`config.mk`:
```
export PLATFORM = sky130hd
export DESIGN_NAME = ibuffer_top
export DESIGN_NICKNAME = d
export VERILOG_FILES = /design/src/common/ibuffer_pkg.sv /design/src/common/ibuffer_store_if.sv /design/src/design/fmid_tracker.sv /design/src/ibuffer/ibuffer_store.sv /design/src/ibuffer/ibuffer_ctrl.sv /design/src/design/ibuffer_top.sv
export SDC_FILE = /design/constraint.sdc
export NUM_CORES = 1
export LEC_CHECK = 0
export BUFFER_PORTS_ARGS = -buffer_cell sky130_fd_sc_hd__buf_2
export CORE_UTILIZATION = 40
export CTS_CLUSTER_DIAMETER = 30
export DETAILED_ROUTE_END_ITERATION = 16
export PLACE_DENSITY = 0.58
export SETUP_SLACK_MARGIN = 0.3
export SLEW_MARGIN = 40
export SYNTH_ARGS = -nofsm -noshare
export SYNTH_HDL_FRONTEND = slang
export SYNTH_SLANG_ARGS = --single-unit
export TNS_END_PERCENT = 10
```
`constraint.sdc`:
```
create_clock -name CLK -period 9.67 [get_ports CLK]
set_input_delay 1.4505 -clock CLK [delete_from_list [all_inputs] [get_ports CLK]]
set_output_delay 1.4505 -clock CLK [all_outputs]
set_load 0.05 [all_outputs]
```
`src/common/ibuffer_pkg.sv`:
```
package ibuffer_pkg;

    // --------------------------------------------------
    // sizes

    // queue depth, need not be a power of two
    localparam int IBUFFER_ENTRIES = 8;

    // outstanding fetch misses
    localparam int FMID_COUNT = 4;

    // 16-byte aligned block address
    localparam int BLOCK_PC_BITS = 28;

    localparam int IB_IDX_BITS = $clog2(IBUFFER_ENTRIES);
    localparam int FMID_BITS = $clog2(FMID_COUNT);
    localparam int FETCH_BLOCK_BITS = 128;

    // --------------------------------------------------
    // vector types

    // entry index into the queue
    typedef logic [IB_IDX_BITS-1:0] ib_idx_t;

    // fetch-miss id
    typedef logic [FMID_BITS-1:0] fmid_t;

    // one fetch block of 16 bytes
    typedef logic [FETCH_BLOCK_BITS-1:0] fetch16b_t;

    // block pc
    typedef logic [BLOCK_PC_BITS-1:0] block_pc_t;

endpackage

```
`src/common/ibuffer_store_if.sv`:
```
`timescale 1ns/1ns

interface ibuffer_store_if;

    // pc array write
    logic                   pc_wen;
    ibuffer_pkg::ib_idx_t   pc_windex;
    ibuffer_pkg::block_pc_t pc_wdata;

    // instr array write, shared by hit and fill
    logic                   instr_wen;
    ibuffer_pkg::ib_idx_t   instr_windex;
    ibuffer_pkg::fetch16b_t instr_wdata;

    // head read
    ibuffer_pkg::ib_idx_t   rindex;
    ibuffer_pkg::block_pc_t pc_rdata;
    ibuffer_pkg::fetch16b_t instr_rdata;

    modport ctrl (
        output pc_wen, pc_windex, pc_wdata,
        output instr_wen, instr_windex, instr_wdata,
        output rindex,
        input  pc_rdata, instr_rdata
    );

    modport store (
        input  pc_wen, pc_windex, pc_wdata,
        input  instr_wen, instr_windex, instr_wdata,
        input  rindex,
        output pc_rdata, instr_rdata
    );

endinterface

```
`src/design/fmid_tracker.sv`:
```
`timescale 1ns/1ns

module fmid_tracker (
    input  logic               CLK,
    input  logic               nRST,

    // allocation
    input  logic               alloc,
    output logic               new_ready,
    output ibuffer_pkg::fmid_t new_id,

    // release on miss return
    input  logic               release_valid,
    input  ibuffer_pkg::fmid_t release_id
);

    // one busy bit per id
    logic [ibuffer_pkg::FMID_COUNT-1:0] busy;

    // --------------------------------------------------
    // lowest free id

    always_comb begin
        new_id = '0;
        // scan downward so the lowest index wins
        for (int i = ibuffer_pkg::FMID_COUNT - 1; i >= 0; i--) begin
            if (~busy[i]) begin
                new_id = ibuffer_pkg::fmid_t'(i);
            end
        end
    end

    assign new_ready = ~&busy;

    // --------------------------------------------------
    // busy bits

    always_ff @(posedge CLK, negedge nRST) begin
        if (~nRST) begin
            busy <= '0;
        end else begin
            if (alloc) begin
                busy[new_id] <= 1'b1;
            end
            // release last, so it wins on the same id
            if (release_valid) begin
                busy[release_id] <= 1'b0;
            end
        end
    end

endmodule

```
`src/ibuffer/ibuffer_store.sv`:
```
`timescale 1ns/1ns

module ibuffer_store (
    input  logic           CLK,
    ibuffer_store_if.store store
);

    // --------------------------------------------------
    // arrays

    // block pc per entry
    ibuffer_pkg::block_pc_t pc_mem [ibuffer_pkg::IBUFFER_ENTRIES];

    // 16-byte block per entry
    ibuffer_pkg::fetch16b_t instr_mem [ibuffer_pkg::IBUFFER_ENTRIES];

    // --------------------------------------------------
    // write ports

    always_ff @(posedge CLK) begin
        if (store.pc_wen) begin
            pc_mem[store.pc_windex] <= store.pc_wdata;
        end
    end

    // hit data or miss fill, never both
    always_ff @(posedge CLK) begin
        if (store.instr_wen) begin
            instr_mem[store.instr_windex] <= store.instr_wdata;
        end
    end

    // --------------------------------------------------
    // read ports, async at head

    assign store.pc_rdata = pc_mem[store.rindex];
    assign store.instr_rdata = instr_mem[store.rindex];

endmodule

```
`src/ibuffer/ibuffer_ctrl.sv`:
```
`timescale 1ns/1ns

module ibuffer_ctrl (
    input  logic                   CLK,
    input  logic                   nRST,

    // enqueue from cache
    input  logic                   enq_valid,
    input  logic                   enq_hit,
    input  ibuffer_pkg::block_pc_t enq_pc,
    input  ibuffer_pkg::fetch16b_t enq_block,
    output logic                   enq_ready,
    output ibuffer_pkg::fmid_t     enq_fmid,

    // miss return
    input  logic                   miss_return_valid,
    input  ibuffer_pkg::fmid_t     miss_return_fmid,
    input  ibuffer_pkg::fetch16b_t miss_return_block,

    // dequeue to decoder
    output logic                   deq_valid,
    input  logic                   deq_ready,

    input  logic                   restart,

    ibuffer_store_if.ctrl          store,

    // fmid tracker
    output logic                   alloc,
    input  logic                   new_ready,
    input  ibuffer_pkg::fmid_t     new_id,
    output logic                   release_valid,
    output ibuffer_pkg::fmid_t     release_id
);

    // --------------------------------------------------
    // pointers and flags

    ibuffer_pkg::ib_idx_t enq_ptr, enq_ptr_next;
    ibuffer_pkg::ib_idx_t deq_ptr, deq_ptr_next;
    logic                 not_full;
    logic                 not_empty;
    logic                 enq_fire;
    logic                 deq_fire;

    // per entry miss state
    logic [ibuffer_pkg::IBUFFER_ENTRIES-1:0] waiting;
    ibuffer_pkg::fmid_t                      fmid_by_entry [ibuffer_pkg::IBUFFER_ENTRIES];
    logic [ibuffer_pkg::IBUFFER_ENTRIES-1:0] fill_vec;
    logic                                    fill_valid;
    ibuffer_pkg::ib_idx_t                    fill_idx;

    // wrap by compare, works for any depth
    function automatic ibuffer_pkg::ib_idx_t next_idx(input ibuffer_pkg::ib_idx_t idx);
        if (idx == ibuffer_pkg::ib_idx_t'(ibuffer_pkg::IBUFFER_ENTRIES - 1)) begin
            return '0;
        end
        return idx + 1'b1;
    endfunction

    assign enq_ptr_next = next_idx(enq_ptr);
    assign deq_ptr_next = next_idx(deq_ptr);

    assign enq_fire = enq_valid & enq_ready;
    assign deq_fire = deq_valid & deq_ready;

    always_ff @(posedge CLK, negedge nRST) begin
        if (~nRST) begin
            enq_ptr <= '0;
            deq_ptr <= '0;
            not_full <= 1'b1;
            not_empty <= 1'b0;
        end else if (restart) begin
            enq_ptr <= '0;
            deq_ptr <= '0;
            not_full <= 1'b1;
            not_empty <= 1'b0;
        end else begin
            if (enq_fire) begin
                enq_ptr <= enq_ptr_next;
            end
            if (deq_fire) begin
                deq_ptr <= deq_ptr_next;
            end
            if (enq_fire & ~deq_fire) begin
                not_full <= enq_ptr_next != deq_ptr;
                not_empty <= 1'b1;
            end
            if (deq_fire & ~enq_fire) begin
                not_full <= 1'b1;
                not_empty <= deq_ptr_next != enq_ptr;
            end
        end
    end

    // --------------------------------------------------
    // miss fill match

    always_comb begin
        fill_idx = '0;
        for (int i = 0; i < ibuffer_pkg::IBUFFER_ENTRIES; i++) begin
            fill_vec[i] = miss_return_valid & waiting[i]
                & (fmid_by_entry[i] == miss_return_fmid);
            // one-hot to index
            if (fill_vec[i]) begin
                fill_idx = fill_idx | ibuffer_pkg::ib_idx_t'(i);
            end
        end
        fill_valid = |fill_vec;
    end

    always_ff @(posedge CLK, negedge nRST) begin
        if (~nRST) begin
            waiting <= '0;
        end else if (restart) begin
            waiting <= '0;
        end else begin
            waiting <= waiting & ~fill_vec;
            if (enq_fire) begin
                waiting[enq_ptr] <= ~enq_hit;
            end
        end
    end

    always_ff @(posedge CLK) begin
        if (enq_fire) begin
            fmid_by_entry[enq_ptr] <= new_id;
        end
    end

    // --------------------------------------------------
    // handshakes and storage ports

    // one instr write port: a fill this cycle blocks a hit
    assign enq_ready = not_full & ~restart
        & (~fill_valid | ~enq_hit)
        & (new_ready | enq_hit);
    assign enq_fmid = new_id;

    // head must be present and already filled
    assign deq_valid = not_empty & ~waiting[deq_ptr];

    assign store.pc_wen = enq_fire;
    assign store.pc_windex = enq_ptr;
    assign store.pc_wdata = enq_pc;

    assign store.instr_wen = fill_valid | (enq_fire & enq_hit);
    assign store.instr_windex = fill_valid ? fill_idx : enq_ptr;
    assign store.instr_wdata = fill_valid ? miss_return_block : enq_block;

    assign store.rindex = deq_ptr;

    // tracker
    assign alloc = enq_fire & ~enq_hit;
    assign release_valid = miss_return_valid;
    assign release_id = miss_return_fmid;

endmodule

```
`src/design/ibuffer_top.sv`:
```
`timescale 1ns/1ns

module ibuffer_top (
    input  logic                   CLK,
    input  logic                   nRST,

    // enqueue from cache
    input  logic                   enq_valid,
    input  logic                   enq_hit,
    input  ibuffer_pkg::block_pc_t enq_pc,
    input  ibuffer_pkg::fetch16b_t enq_block,
    output logic                   enq_ready,
    output ibuffer_pkg::fmid_t     enq_fmid,

    // miss return
    input  logic                   miss_return_valid,
    input  ibuffer_pkg::fmid_t     miss_return_fmid,
    input  ibuffer_pkg::fetch16b_t miss_return_block,

    // dequeue to decoder
    output logic                   deq_valid,
    output ibuffer_pkg::block_pc_t deq_pc,
    output ibuffer_pkg::fetch16b_t deq_block,
    input  logic                   deq_ready,

    input  logic                   restart
);

    // --------------------------------------------------
    // internal wiring

    ibuffer_store_if store_bus ();

    logic               alloc;
    logic               new_ready;
    ibuffer_pkg::fmid_t new_id;
    logic               release_valid;
    ibuffer_pkg::fmid_t release_id;

    // head entry straight from storage
    assign deq_pc = store_bus.pc_rdata;
    assign deq_block = store_bus.instr_rdata;

    // --------------------------------------------------
    // instances

    ibuffer_ctrl u_ctrl (
        .CLK               (CLK),
        .nRST              (nRST),
        .enq_valid         (enq_valid),
        .enq_hit           (enq_hit),
        .enq_pc            (enq_pc),
        .enq_block         (enq_block),
        .enq_ready         (enq_ready),
        .enq_fmid          (enq_fmid),
        .miss_return_valid (miss_return_valid),
        .miss_return_fmid  (miss_return_fmid),
        .miss_return_block (miss_return_block),
        .deq_valid         (deq_valid),
        .deq_ready         (deq_ready),
        .restart           (restart),
        .store             (store_bus.ctrl),
        .alloc             (alloc),
        .new_ready         (new_ready),
        .new_id            (new_id),
        .release_valid     (release_valid),
        .release_id        (release_id)
    );

    ibuffer_store u_store (
        .CLK   (CLK),
        .store (store_bus.store)
    );

    fmid_tracker u_fmid_tracker (
        .CLK           (CLK),
        .nRST          (nRST),
        .alloc         (alloc),
        .new_ready     (new_ready),
        .new_id        (new_id),
        .release_valid (release_valid),
        .release_id    (release_id)
    );

endmodule

```
# Word-level counts from Yosys, hierarchy flattened
# Memory sizes are Yosys's and may differ from the RTL's.
# Index checks and enable logic that the tools add are counted.
dict set report word_totals {
  regBits 20
  ramBits 1264
  output_inout_bits 160
  elab_cells 125
  mem_count 3
}
# name depth width read_ports rd_clocked_by_memory_dff wr line_no
set mem_list {}
lappend mem_list {u_store.instr_mem 8 128 1 0 1 ibuffer_store.sv:15} ;# ibuffer_pkg::fetch16b_t instr_mem [ibuffer_pkg::IBUFFER_ENTRIES];
lappend mem_list {u_store.pc_mem 8 28 1 0 1 ibuffer_store.sv:12} ;# ibuffer_pkg::block_pc_t pc_mem [ibuffer_pkg::IBUFFER_ENTRIES];
lappend mem_list {u_ctrl.fmid_by_entry 8 2 8 0 1 ibuffer_ctrl.sv:48} ;# ibuffer_pkg::fmid_t fmid_by_entry [ibuffer_pkg::IBUFFER_ENTRIES];
dict set report op_classes {
  n_addsub 2
  order_cmp 7
  n_eq_ne 12
  muxes 46
  bitwise 40
  n_reduce_logical 9
}
# op count
set ops {}
lappend ops {{$mux 128} 1}
lappend ops {{$mux 3} 13}
lappend ops {{$and 1x1->1} 26}
lappend ops {{$mux 1} 17}
lappend ops {{$eq 2x2->1} 8}
lappend ops {{$mux 8} 2}
lappend ops {{$mux 2} 6}
lappend ops {{$and 8x8->8} 1}
lappend ops {{$bwmux 8} 1}
lappend ops {{$lt 3x4->1 const B} 2}
lappend ops {{$mux 4} 2}
lappend ops {{$not 8->8} 1}
lappend ops {{$reduce_or 8->1} 1}
lappend ops {{$add 3x1->3 const B} 2}
lappend ops {{$eq 3x3->1 const B} 2}
lappend ops {{$lt 2x3->1 const B} 2}
lappend ops {{$ne 3x3->1} 2}
lappend ops {{$not 1->1} 6}
lappend ops {{$and 4x4->4} 1}
lappend ops {{$demux 1 s2} 2}
lappend ops {{$ge 2x1->1 const B} 2}
lappend ops {{$not 4->4} 1}
lappend ops {{$or 4x4->4} 1}
lappend ops {{$reduce_and 4->1} 1}
lappend ops {{other kinds (8)} 13}

# Logic depth before layout (Yosys ltp)
# Gate-level depths: netlist (run 1).
# An unclocked memory read counts as a cell.
dict set report logic_depth {
  depth_word 13
  depth_mapped 10
  mapped_depth_nobuf 6
}

# By module
# A second synthesis (run 1) with hierarchy kept.
dict set report unflattened {
  hier_cells 2190
  area_unflattened_um2 51795.9
}
# mod n_inst cells_each area_per_inst_um2 seq_area_each_um2
set by_module_without_submodules {}
lappend by_module_without_submodules {ibuffer_store 1 1829 47474.3 37475.9}
lappend by_module_without_submodules {ibuffer_ctrl 1 342 4136.5 882.1}
lappend by_module_without_submodules {fmid_tracker 1 19 185.2 100.1}

# Worst setup path after synthesis (run 1)
# No wires, ideal clock.
dict set report synth_path {
  path_kind {input to register}
  from {input port miss_return_fmid[1]}
  to {memory u_store.instr_mem[1][0] in the netlist's numbering (enable)}
  setup_time_ps 631
  arrival_time_ps 8399
  path_slack_ps 640
  path_stages 7
  cell_sequence {buf_6 -> xor2_1 -> nor3_1 -> or4_1 -> clkbuf_2 -> o31ai_1 -> nor2b_1}
}
dict set report synth_via {
  elab_chain_cells 12
  word_cells_on_any_way 34
}
# element line_no
set synth_rtl {}
lappend synth_rtl {{start: declaration} ibuffer_top.sv:17} ;# input ibuffer_pkg::fmid_t miss_return_fmid,
lappend synth_rtl {{$eq 2x2->1} ibuffer_ctrl.sv:103} ;# & (fmid_by_entry[i] == miss_return_fmid);
lappend synth_rtl {{$and 1x1->1} ibuffer_ctrl.sv:103}
lappend synth_rtl {{$reduce_or 8->1} ibuffer_ctrl.sv:109} ;# fill_valid = |fill_vec;
lappend synth_rtl {{$not 1->1} ibuffer_ctrl.sv:136} ;# & (~fill_valid | ~enq_hit)
lappend synth_rtl {{$or 1x1->1} ibuffer_ctrl.sv:136}
lappend synth_rtl {{$and 1x1->1} ibuffer_ctrl.sv:136}
lappend synth_rtl {{$and 1x1->1} ibuffer_ctrl.sv:137} ;# & (new_ready | enq_hit);
lappend synth_rtl {{$and 1x1->1} ibuffer_ctrl.sv:64} ;# assign enq_fire = enq_valid & enq_ready;
lappend synth_rtl {{$and 1x1->1} ibuffer_ctrl.sv:147} ;# assign store.instr_wen = fill_valid | (enq_fire & enq_hit);
lappend synth_rtl {{$or 1x1->1} ibuffer_ctrl.sv:147}
lappend synth_rtl {{$mux 1} ibuffer_store.sv:28} ;# if (store.instr_wen) begin
lappend synth_rtl {{$mux 1 (not written as such)} ibuffer_store.sv:29} ;# instr_mem[store.instr_windex] <= store.instr_wdata;
lappend synth_rtl {{end: declaration} ibuffer_store.sv:15}
# Several ways; a longest one is shown, not always the timed one.

# Worst setup path after layout (run 1)
dict set report layout_path {
  from {register u_ctrl.deq_ptr[1] (netlist: u_ctrl.store.rindex[1])}
  to {output port deq_block[66]}
}
dict set report layout_via {
  elab_chain_cells 1
}
# element line_no
set layout_rtl {}
lappend layout_rtl {{start: declaration} ibuffer_ctrl.sv:40} ;# ibuffer_pkg::ib_idx_t deq_ptr, deq_ptr_next;
lappend layout_rtl {{start signal: assignment} ibuffer_ctrl.sv:83} ;# deq_ptr <= deq_ptr_next;
lappend layout_rtl {{$mem_v2 8x128} --}
lappend layout_rtl {{end: declaration} ibuffer_top.sv:23} ;# output ibuffer_pkg::fetch16b_t deq_block,
# Every way passes these cells.

==> flow_metrics.env, run 1 <==
export IMPL_vias=24900
export IMPL_grt_pass1_vias=26910
export IMPL_maxCapViolCount=0
export IMPL_htree_levels=5
export IMPL_finalSetupViolCount=0
export IMPL_cts_buffer_depth=4
export IMPL_slew_headroom=0.4550
export IMPL_worstPathArrival_ns=4.37
export IMPL_maxSlewViolCount=0
export IMPL_p_leak_nw=21.88
export IMPL_core_area_um2=125700
export IMPL_overflow=0
export IMPL_ys_types=49
export IMPL_status="finished, final reports clean"
export IMPL_first_pass_iters=5
export IMPL_reg2reg_slack_ns=5.49
export IMPL_worst_pin_slew_ns=0.8175
export IMPL_avgSynthCellArea_um2=23.38
export IMPL_worstPathRequired_ns=8.22
export IMPL_yosys_warnings=0
export IMPL_timing_fmax_mhz=171.7
export IMPL_wirelength_um=117100
export IMPL_port_buffers=452
export IMPL_hpwlAfterDp_um=65320
export IMPL_die_width_um=358.4
export IMPL_antenna_found_initial=19
export IMPL_slowest_delay_ns=0.77
export IMPL_r2r_cells=7
export IMPL_vias_per_cell=5.281
export IMPL_wl_per_cell_um=24.84
export IMPL_grt_pass1_wl_um=171800
export IMPL_hold_depth=2
export IMPL_cp_end_kind="output pin"
export IMPL_finalCriticalPeriod_ns=5.823
export IMPL_floorplan_initialDensity=0.4041
export IMPL_drc_errors=0
export IMPL_post_route_period_util=0.6022
export IMPL_worst_clock_skew_ns=0.05031
export IMPL_detail_route_antenna_nets=0
export IMPL_dieHeight_um=358.4
export IMPL_ir_drop_uv=207.2
export IMPL_crit_chain="buf_12, buf_16, buf_4, mux4_2, mux2_2, buf_2"
export IMPL_cts_buffers_inserted=292
export IMPL_drt_iter0_markers=1708
export IMPL_hp_start="u_ctrl.not_empty"
export IMPL_crit_type="register to output pin"
export IMPL_gp_congestion=0.8269
export IMPL_ys_seq_area_frac=0.7570
export IMPL_synth_net_count=2470
export IMPL_dieArea_um2=128400
export IMPL_netlist_instances=2173
export IMPL_cts_resized=0
export IMPL_fin_ws_ns=3.847
export IMPL_grt_total_usage=0.1830
export IMPL_rsz0062_at_grt="false"
export IMPL_dp_slack_ns=4.063
export IMPL_cts_tree="yes"
export IMPL_clk_insertion_delay_late_ns=0.86
export IMPL_ys_ff_latch=1284
export IMPL_hold_path_class="register to register"
export IMPL_cts_root_buf="clkbuf_16"
export IMPL_layout_nets=3149
export IMPL_cts_setup_buffers=0
export IMPL_cts_hold_buf=0
export IMPL_power_density_nw_per_um2=257.0
export IMPL_cpMaxStageDelayCell="dfrtp_4"
export IMPL_synth_edf_count=1264
export IMPL_numClockSinks=1284
export IMPL_ios=453
export IMPL_rows=130
export IMPL_grt_max_degree=96
export IMPL_synth_area_um2=50800
export IMPL_rr_endpoint="u_store.instr_mem[5][60]"
export IMPL_clk_pin_slew_worst_paths_ns=0.05
export IMPL_cp_max_fo=84
export IMPL_synthArstFlopShare=0.01558
export IMPL_holdWs_ns=0.5445
export IMPL_fill_cells=9731
export IMPL_finalHoldViolations=0
export IMPL_r2r_start="u_ctrl.fmid_by_entry[4][0]"
export IMPL_startpoint_type="register"
export IMPL_synth_flop_cell="edfxtp_1"
export IMPL_drive_gt1_frac=0.5077
export IMPL_area_delta_synth_final_pct=28.23
export IMPL_fin_tns_setup_ns=0
export IMPL_whs_endpoint="u_ctrl.not_empty"
-- cells in the mapped netlist (4+ instances only) --
cell / number / share of area
xor2_1: 18 / 0.0031
o21ai_1: 4 / 0.00039
ha_1: 4 / 0.00099
nand2b_1: 5 / 0.00062
edfxtp_1: 1264 / 0.75
o21ai_0: 5 / 0.00049
mux4_2: 314 / 0.14
o311ai_1: 4 / 0.00069
clkbuf_1: 60 / 0.0044
buf_2: 7 / 0.00069
nand3_1: 4 / 0.00039
a21oi_1: 13 / 0.0013
mux2_2: 168 / 0.037
dfrtp_1: 19 / 0.0094
nor2b_1: 8 / 0.00099
nor3_1: 13 / 0.0013
or3_1: 4 / 0.00049
mux2_4: 116 / 0.034
inv_1: 11 / 0.00081
nand2_1: 22 / 0.0016
nor2_1: 23 / 0.0017
buf_1: 31 / 0.0023
mux2i_1: 5 / 0.00099
buf_6: 16 / 0.0035
-- through the flow --
step | total power [mW] | util | area (µm²) | std cells
3_3_place_gp | 7.230 | 0.4375 | 55010 | 4191
5_1_grt | 17.26 | 0.5181 | 65140 | 4715
4_1_cts | 16.93 | 0.5174 | 65060 | 4710
3_5_place_dp | 7.258 | 0.4407 | 55410 | 4205
6_report | 16.74 | 0.5181 | 65150 | 4716
2_1_floorplan | 6.963 | - | 50800 | 2173
-- kinds of logic (layout without fill, tap and decap cells) --
kind of cell,Yosys count,count (layout),synth area share
xor+xnor,21,21,0.003620
buf+inv,126,1016,0.01187
simple gates,93,93,0.009187
compound gates,40,40,0.005172
other cells,0,3,0
mux,605,605,0.2122
flops,1284,1284,0.7570
fa+ha+maj,4,4,0.0009852
-- layout make-up --
cell class	instances	area (µm²)	area share
Antenna cell	3	7.507	0.0001152
Clock buffer	334	7581	0.1164
Clock inverter	171	2067	0.03173
Inverter	11	41.29	0.0006338
Multi-Input combinational cell	763	11820	0.1814
Sequential cell	1284	38470	0.5905
Tap cell	1650	2064	0.03169
Timing Repair Buffer	500	3095	0.04752
-- layout by cell type, fill, tap and decap left out, types with 13 or more instances in the layout --
cell type	Yosys	layout
edfxtp_1	1264	1264
clkinv_4	0	21
nand2_1	22	22
buf_4	0	15
clkinv_1	0	34
clkinvlp_4	0	27
xor2_1	18	18
bufinv_16	0	42
dfrtp_1	19	16
buf_16	0	15
a21oi_1	13	13
clkbuf_1	60	36
clkinv_2	0	36
mux2_4	116	116
mux4_2	314	314
buf_2	7	452
mux2_2	168	168
clkbuf_16	0	297
-- sequential cells by signal, indices dropped and copies added, names as in the netlist --
register,count
u_ctrl.not_full,1
u_ctrl.waiting,8
u_ctrl.store.rindex,3
u_fmid_tracker.busy,4
u_store.instr_mem,1024
u_store.pc_mem,224
u_ctrl.not_empty,1
u_ctrl.fmid_by_entry,16
u_ctrl.store.pc_windex,3
-- per-layer routing --
metal  part of all wire  up-vias  global-route usage  wire length [µm]
li1                   -    10640                   -                 -
met1               0.41    13150              0.2374             48280
met2               0.49      864              0.2971             57960
met3              0.071      223             0.05320              8328
met4              0.021       26             0.05813              2427
met5             0.0012        -                   0               138
-- critical path: cells and delay by family (launching register included) --
family / cells / cell delay (ns)
flops: 1 / 0.77
buf+inv: 4 / 1.73
mux: 2 / 0.76
-- power breakdown --
part	leakage (nW)	internal [mW]	switching [mW]	total (mW)
Sequential	11.7	6.25	0.0317	6.28
Clock	4.64	6.68	2.91	9.59
Combinational	5.58	0.318	0.549	0.867
-- worst max path at each step --
stage,startpoint,end,depth (start not counted)
floorplan,miss_return_fmid[1],u_store.instr_mem[1][0],7
global placement,miss_return_fmid[0],u_store.instr_mem[5][60],8
detailed placement,miss_return_fmid[0],u_store.instr_mem[5][60],8
CTS,u_ctrl.store.rindex[0],deq_block[70],5
global route,u_ctrl.store.rindex[1],deq_block[66],6
finish,u_ctrl.store.rindex[1],deq_block[66],6
No activity file was read; power rests on OpenSTA's default activity.
==> run 2: changes to the inputs <==
ABC_AREA = 1   (was not set)
PLACE_DENSITY = 0.6   (was 0.58)
clock period = 4.7 ns   (was 9.67 ns; I/O delays follow)
==> run 2 against run 1 <==
Effect of this change:
- clock power is 88% higher
- utilization shrank 1.2 points
- first-iteration DRC count grew 64%
- highest routed layer unchanged
- largest power group unchanged
- critical endpoint is now deq_block[93]
==> flow_metrics.env, run 2 <==
export IMPL_overflow=0
export IMPL_startpoint_type="register"
export IMPL_die_width_um=361.5
export IMPL_stdcell_count=6343
export IMPL_floorplan_initialDensity=0.4045
export IMPL_worstPathRequired_ns=3.99
export IMPL_synth_edf_count=1264
export IMPL_crit_chain="clkinv_8, buf_4, nor2_1, o21ai_0, a31oi_1, buf_2"
export IMPL_grt_pass1_wl_um=195300
export IMPL_finalCriticalPeriod_ns=4.318
export IMPL_gp_congestion=0.7714
export IMPL_cts_setup_buffers=0
export IMPL_cpMaxStageDelayCell="dfrtp_4"
export IMPL_cts_root_buf="clkbuf_16"
export IMPL_detail_route_antenna_nets=0
export IMPL_power_density_nw_per_um2=515.9
export IMPL_cts_buffer_depth=4
export IMPL_ys_ff_latch=1284
export IMPL_grt_pass1_vias=32760
export IMPL_finalHoldViolations=0
export IMPL_synth_flop_cell="edfxtp_1"
export IMPL_port_buffers=452
export IMPL_yosys_warnings=0
export IMPL_finalSetupViolCount=0
export IMPL_synth_top_area_share=0.7340
export IMPL_area_delta_synth_final_pct=25.20
export IMPL_largest_reg_flops=1024
export IMPL_slew_headroom=0.3324
export IMPL_cts_buffers_inserted=276
export IMPL_antenna_found_initial=7
export IMPL_p_seq_frac=0.387
export IMPL_ys_seq_area_frac=0.7438
export IMPL_cp_end_kind="output pin"
export IMPL_p_switching_mw=7.637
export IMPL_critical_path_top_delay_family="buffers and inverters"
export IMPL_grt_max_degree=167
export IMPL_hpwlAfterDp_um=68860
export IMPL_crit_type="register to output pin"
export IMPL_dpl_cell_count=5868
export IMPL_synthArstFlopShare=0.01558
export IMPL_status="finished, final reports clean"
export IMPL_drt_iter0_markers=2797
export IMPL_vias=33510
export IMPL_holdWs_ns=0.1034
export IMPL_p_leak_nw=22.82
export IMPL_first_pass_iters=5
export IMPL_finalPower_mw=33.40
export IMPL_layout_nets=4782
export IMPL_synth_area_leaders="edfxtp_1 (73%), nor2_1 (8.3%), o21ai_0 (6.1%), mux2_4 (2.3%), o22ai_1 (1.9%)"
export IMPL_drive_gt1_frac=0.2339
export IMPL_grt_total_usage=0.1964
export IMPL_cp_num_buf_inv=3
export IMPL_rows=131
export IMPL_p_comb_frac=0.073
export IMPL_synth_most_common_cell="edfxtp_1"
export IMPL_largest_register="u_store.instr_mem"
export IMPL_fill_cells=10760
export IMPL_dieHeight_um=361.5
export IMPL_numClockSinks=1284
export IMPL_worst_clock_skew_ns=0.07150
export IMPL_reg_top3="u_store.instr_mem x1024, u_store.pc_mem x224, u_ctrl.fmid_by_entry x16"
export IMPL_swShare=0.2287
export IMPL_p_clk_frac=0.540
export IMPL_cp_max_fo=79
export IMPL_post_route_period_util=0.9186
export IMPL_ios=453
export IMPL_htree_levels=5
export IMPL_synth_area_um2=51710
export IMPL_maxCapViolCount=0
export IMPL_wl_per_cell_um=20.60
export IMPL_p_int_mw=25.76
export IMPL_clk_insertion_delay_late_ns=0.89
export IMPL_clk_pin_slew_worst_paths_ns=0.05
export IMPL_ys_types=36
export IMPL_hold_path_class="input port to register"
export IMPL_layout_common_cells="edfxtp_1 (1,264), nor2_1 (1,129), o21ai_0 (635)"
export IMPL_synthTopCellsByCount="edfxtp_1 (1,264), nor2_1 (1,144), o21ai_0 (635)"
export IMPL_slowest_delay_ns=0.75
export IMPL_worstPathArrival_ns=3.61
export IMPL_ir_drop_uv=439.1
export IMPL_synth_net_count=4240
export IMPL_worst_pin_slew_ns=1.001
export IMPL_synth_largest_area_cell="edfxtp_1"
export IMPL_wirelength_um=130600
export IMPL_maxSlewViolCount=0
export IMPL_core_area_um2=127800
export IMPL_timing_fmax_mhz=231.6
export IMPL_dieArea_um2=130700
export IMPL_netlist_instances=3943
export IMPL_final_common_cell="edfxtp_1"
export IMPL_multiInputGateArea_um2=12100
export IMPL_drc_errors=0
export IMPL_regArea_um2=38470
export IMPL_cts_tree="yes"
export IMPL_rsz0062_at_grt="true"
export IMPL_vias_per_cell=5.283
export IMPL_avgSynthCellArea_um2=13.11
[run 2: cell types whose count changed after synthesis, moves of 8 or more]
cell | before | now
nor2_1 | 23 | 1144
o21ai_0 | 5 | 635
mux4_2 | 314 | 0
o22ai_1 | 0 | 157
a31oi_1 | 3 | 156
mux2_2 | 168 | 48
clkbuf_1 | 60 | 158
buf_2 | 7 | 64
nand2_1 | 22 | 70
mux2_4 | 116 | 80
nand3_1 | 4 | 27
xor2_1 | 18 | 4
a21oi_1 | 13 | 5
nor2b_1 | 8 | 0
[run 2: power by group through the flow]
stage | Clock [mW] | Combinational (mW) | Sequential (mW)
final | 18.0 | 2.44 | 12.9
after global routing | 18.9 | 2.63 | 12.9
after CTS | 18.3 | 2.47 | 12.9
after detailed placement | 0 | 2.45 | 13.1
after global placement | 0 | 2.43 | 13.1
after floorplan | 0 | 1.64 | 13.1
[run 2: worst paths after layout]
check	from	depth (start not counted)	endpoint	slack (ns)
worst min-delay path	enq_pc[1]	1	u_store.pc_mem[7][1]	0.10
worst max register to register	u_ctrl.fmid_by_entry[7][1]	10	u_store.instr_mem[5][82]	1.60
worst max-delay path	u_ctrl.store.rindex[1]	6	deq_block[93]	0.38
max in group asynchronous	nRST	2	u_ctrl.store.rindex[1]	3.85
min in group asynchronous	nRST	2	u_ctrl.waiting[7]	0.41
worst min register to register	u_ctrl.not_full	2	u_ctrl.not_full	0.46
[run 2: layer usage]
metal | vias up | global-route usage | share of wire
li1 | 15640 | - | -
met1 | 16500 | 0.2636 | 0.43
met2 | 1164 | 0.3143 | 0.48
met3 | 201 | 0.04549 | 0.072
met4 | 2 | 0.06539 | 0.021
met5 | - | 0 | 0.00010
[run 2: cell families after synthesis]
group / Yosys count / share of synthesized area
adders and majority gates: 4 / 0.0009679
buffers and inverters: 286 / 0.02412
AOI/OAI and AO/OA: 960 / 0.1010
muxes: 128 / 0.03368
DFF: 1284 / 0.7438
xor gates and xnor gates: 13 / 0.002202
and+or+nand+nor: 1268 / 0.09432
[run 2: through the flow]
stage / setup TNS, ns / utilization / area [µm²] / setup slack [ns]
6_report: 0 / 0.5064 / 64740 / 0.3825
5_1_grt: 0 / 0.5064 / 64740 / 0.2342
4_1_cts: 0 / 0.5062 / 64720 / 0.3095
3_5_place_dp: 0 / 0.4379 / 55990 / 1.013
3_3_place_gp: 0 / 0.4379 / 55990 / 1.050
2_1_floorplan: -931.43 / - / 51730 / -0.9260
[run 2: what timing repair did]
action	4_1_cts	5_1_grt
hold buffers	1	0
gates resized for setup	0	2
endpoints found under the setup margin	0	25
hold endpoints to repair	19	0
[run 2: final cells by class]
cell class | count | area share
sequential | 1284 | 0.5942
tap | 1662 | 0.03212
inverter | 21 | 0.001720
clock inverter | 156 | 0.02466
timing repair buffer | 529 | 0.05029
antenna | 3 | 0.0001160
multi-input combinational | 2373 | 0.1868
clock buffer | 315 | 0.1101
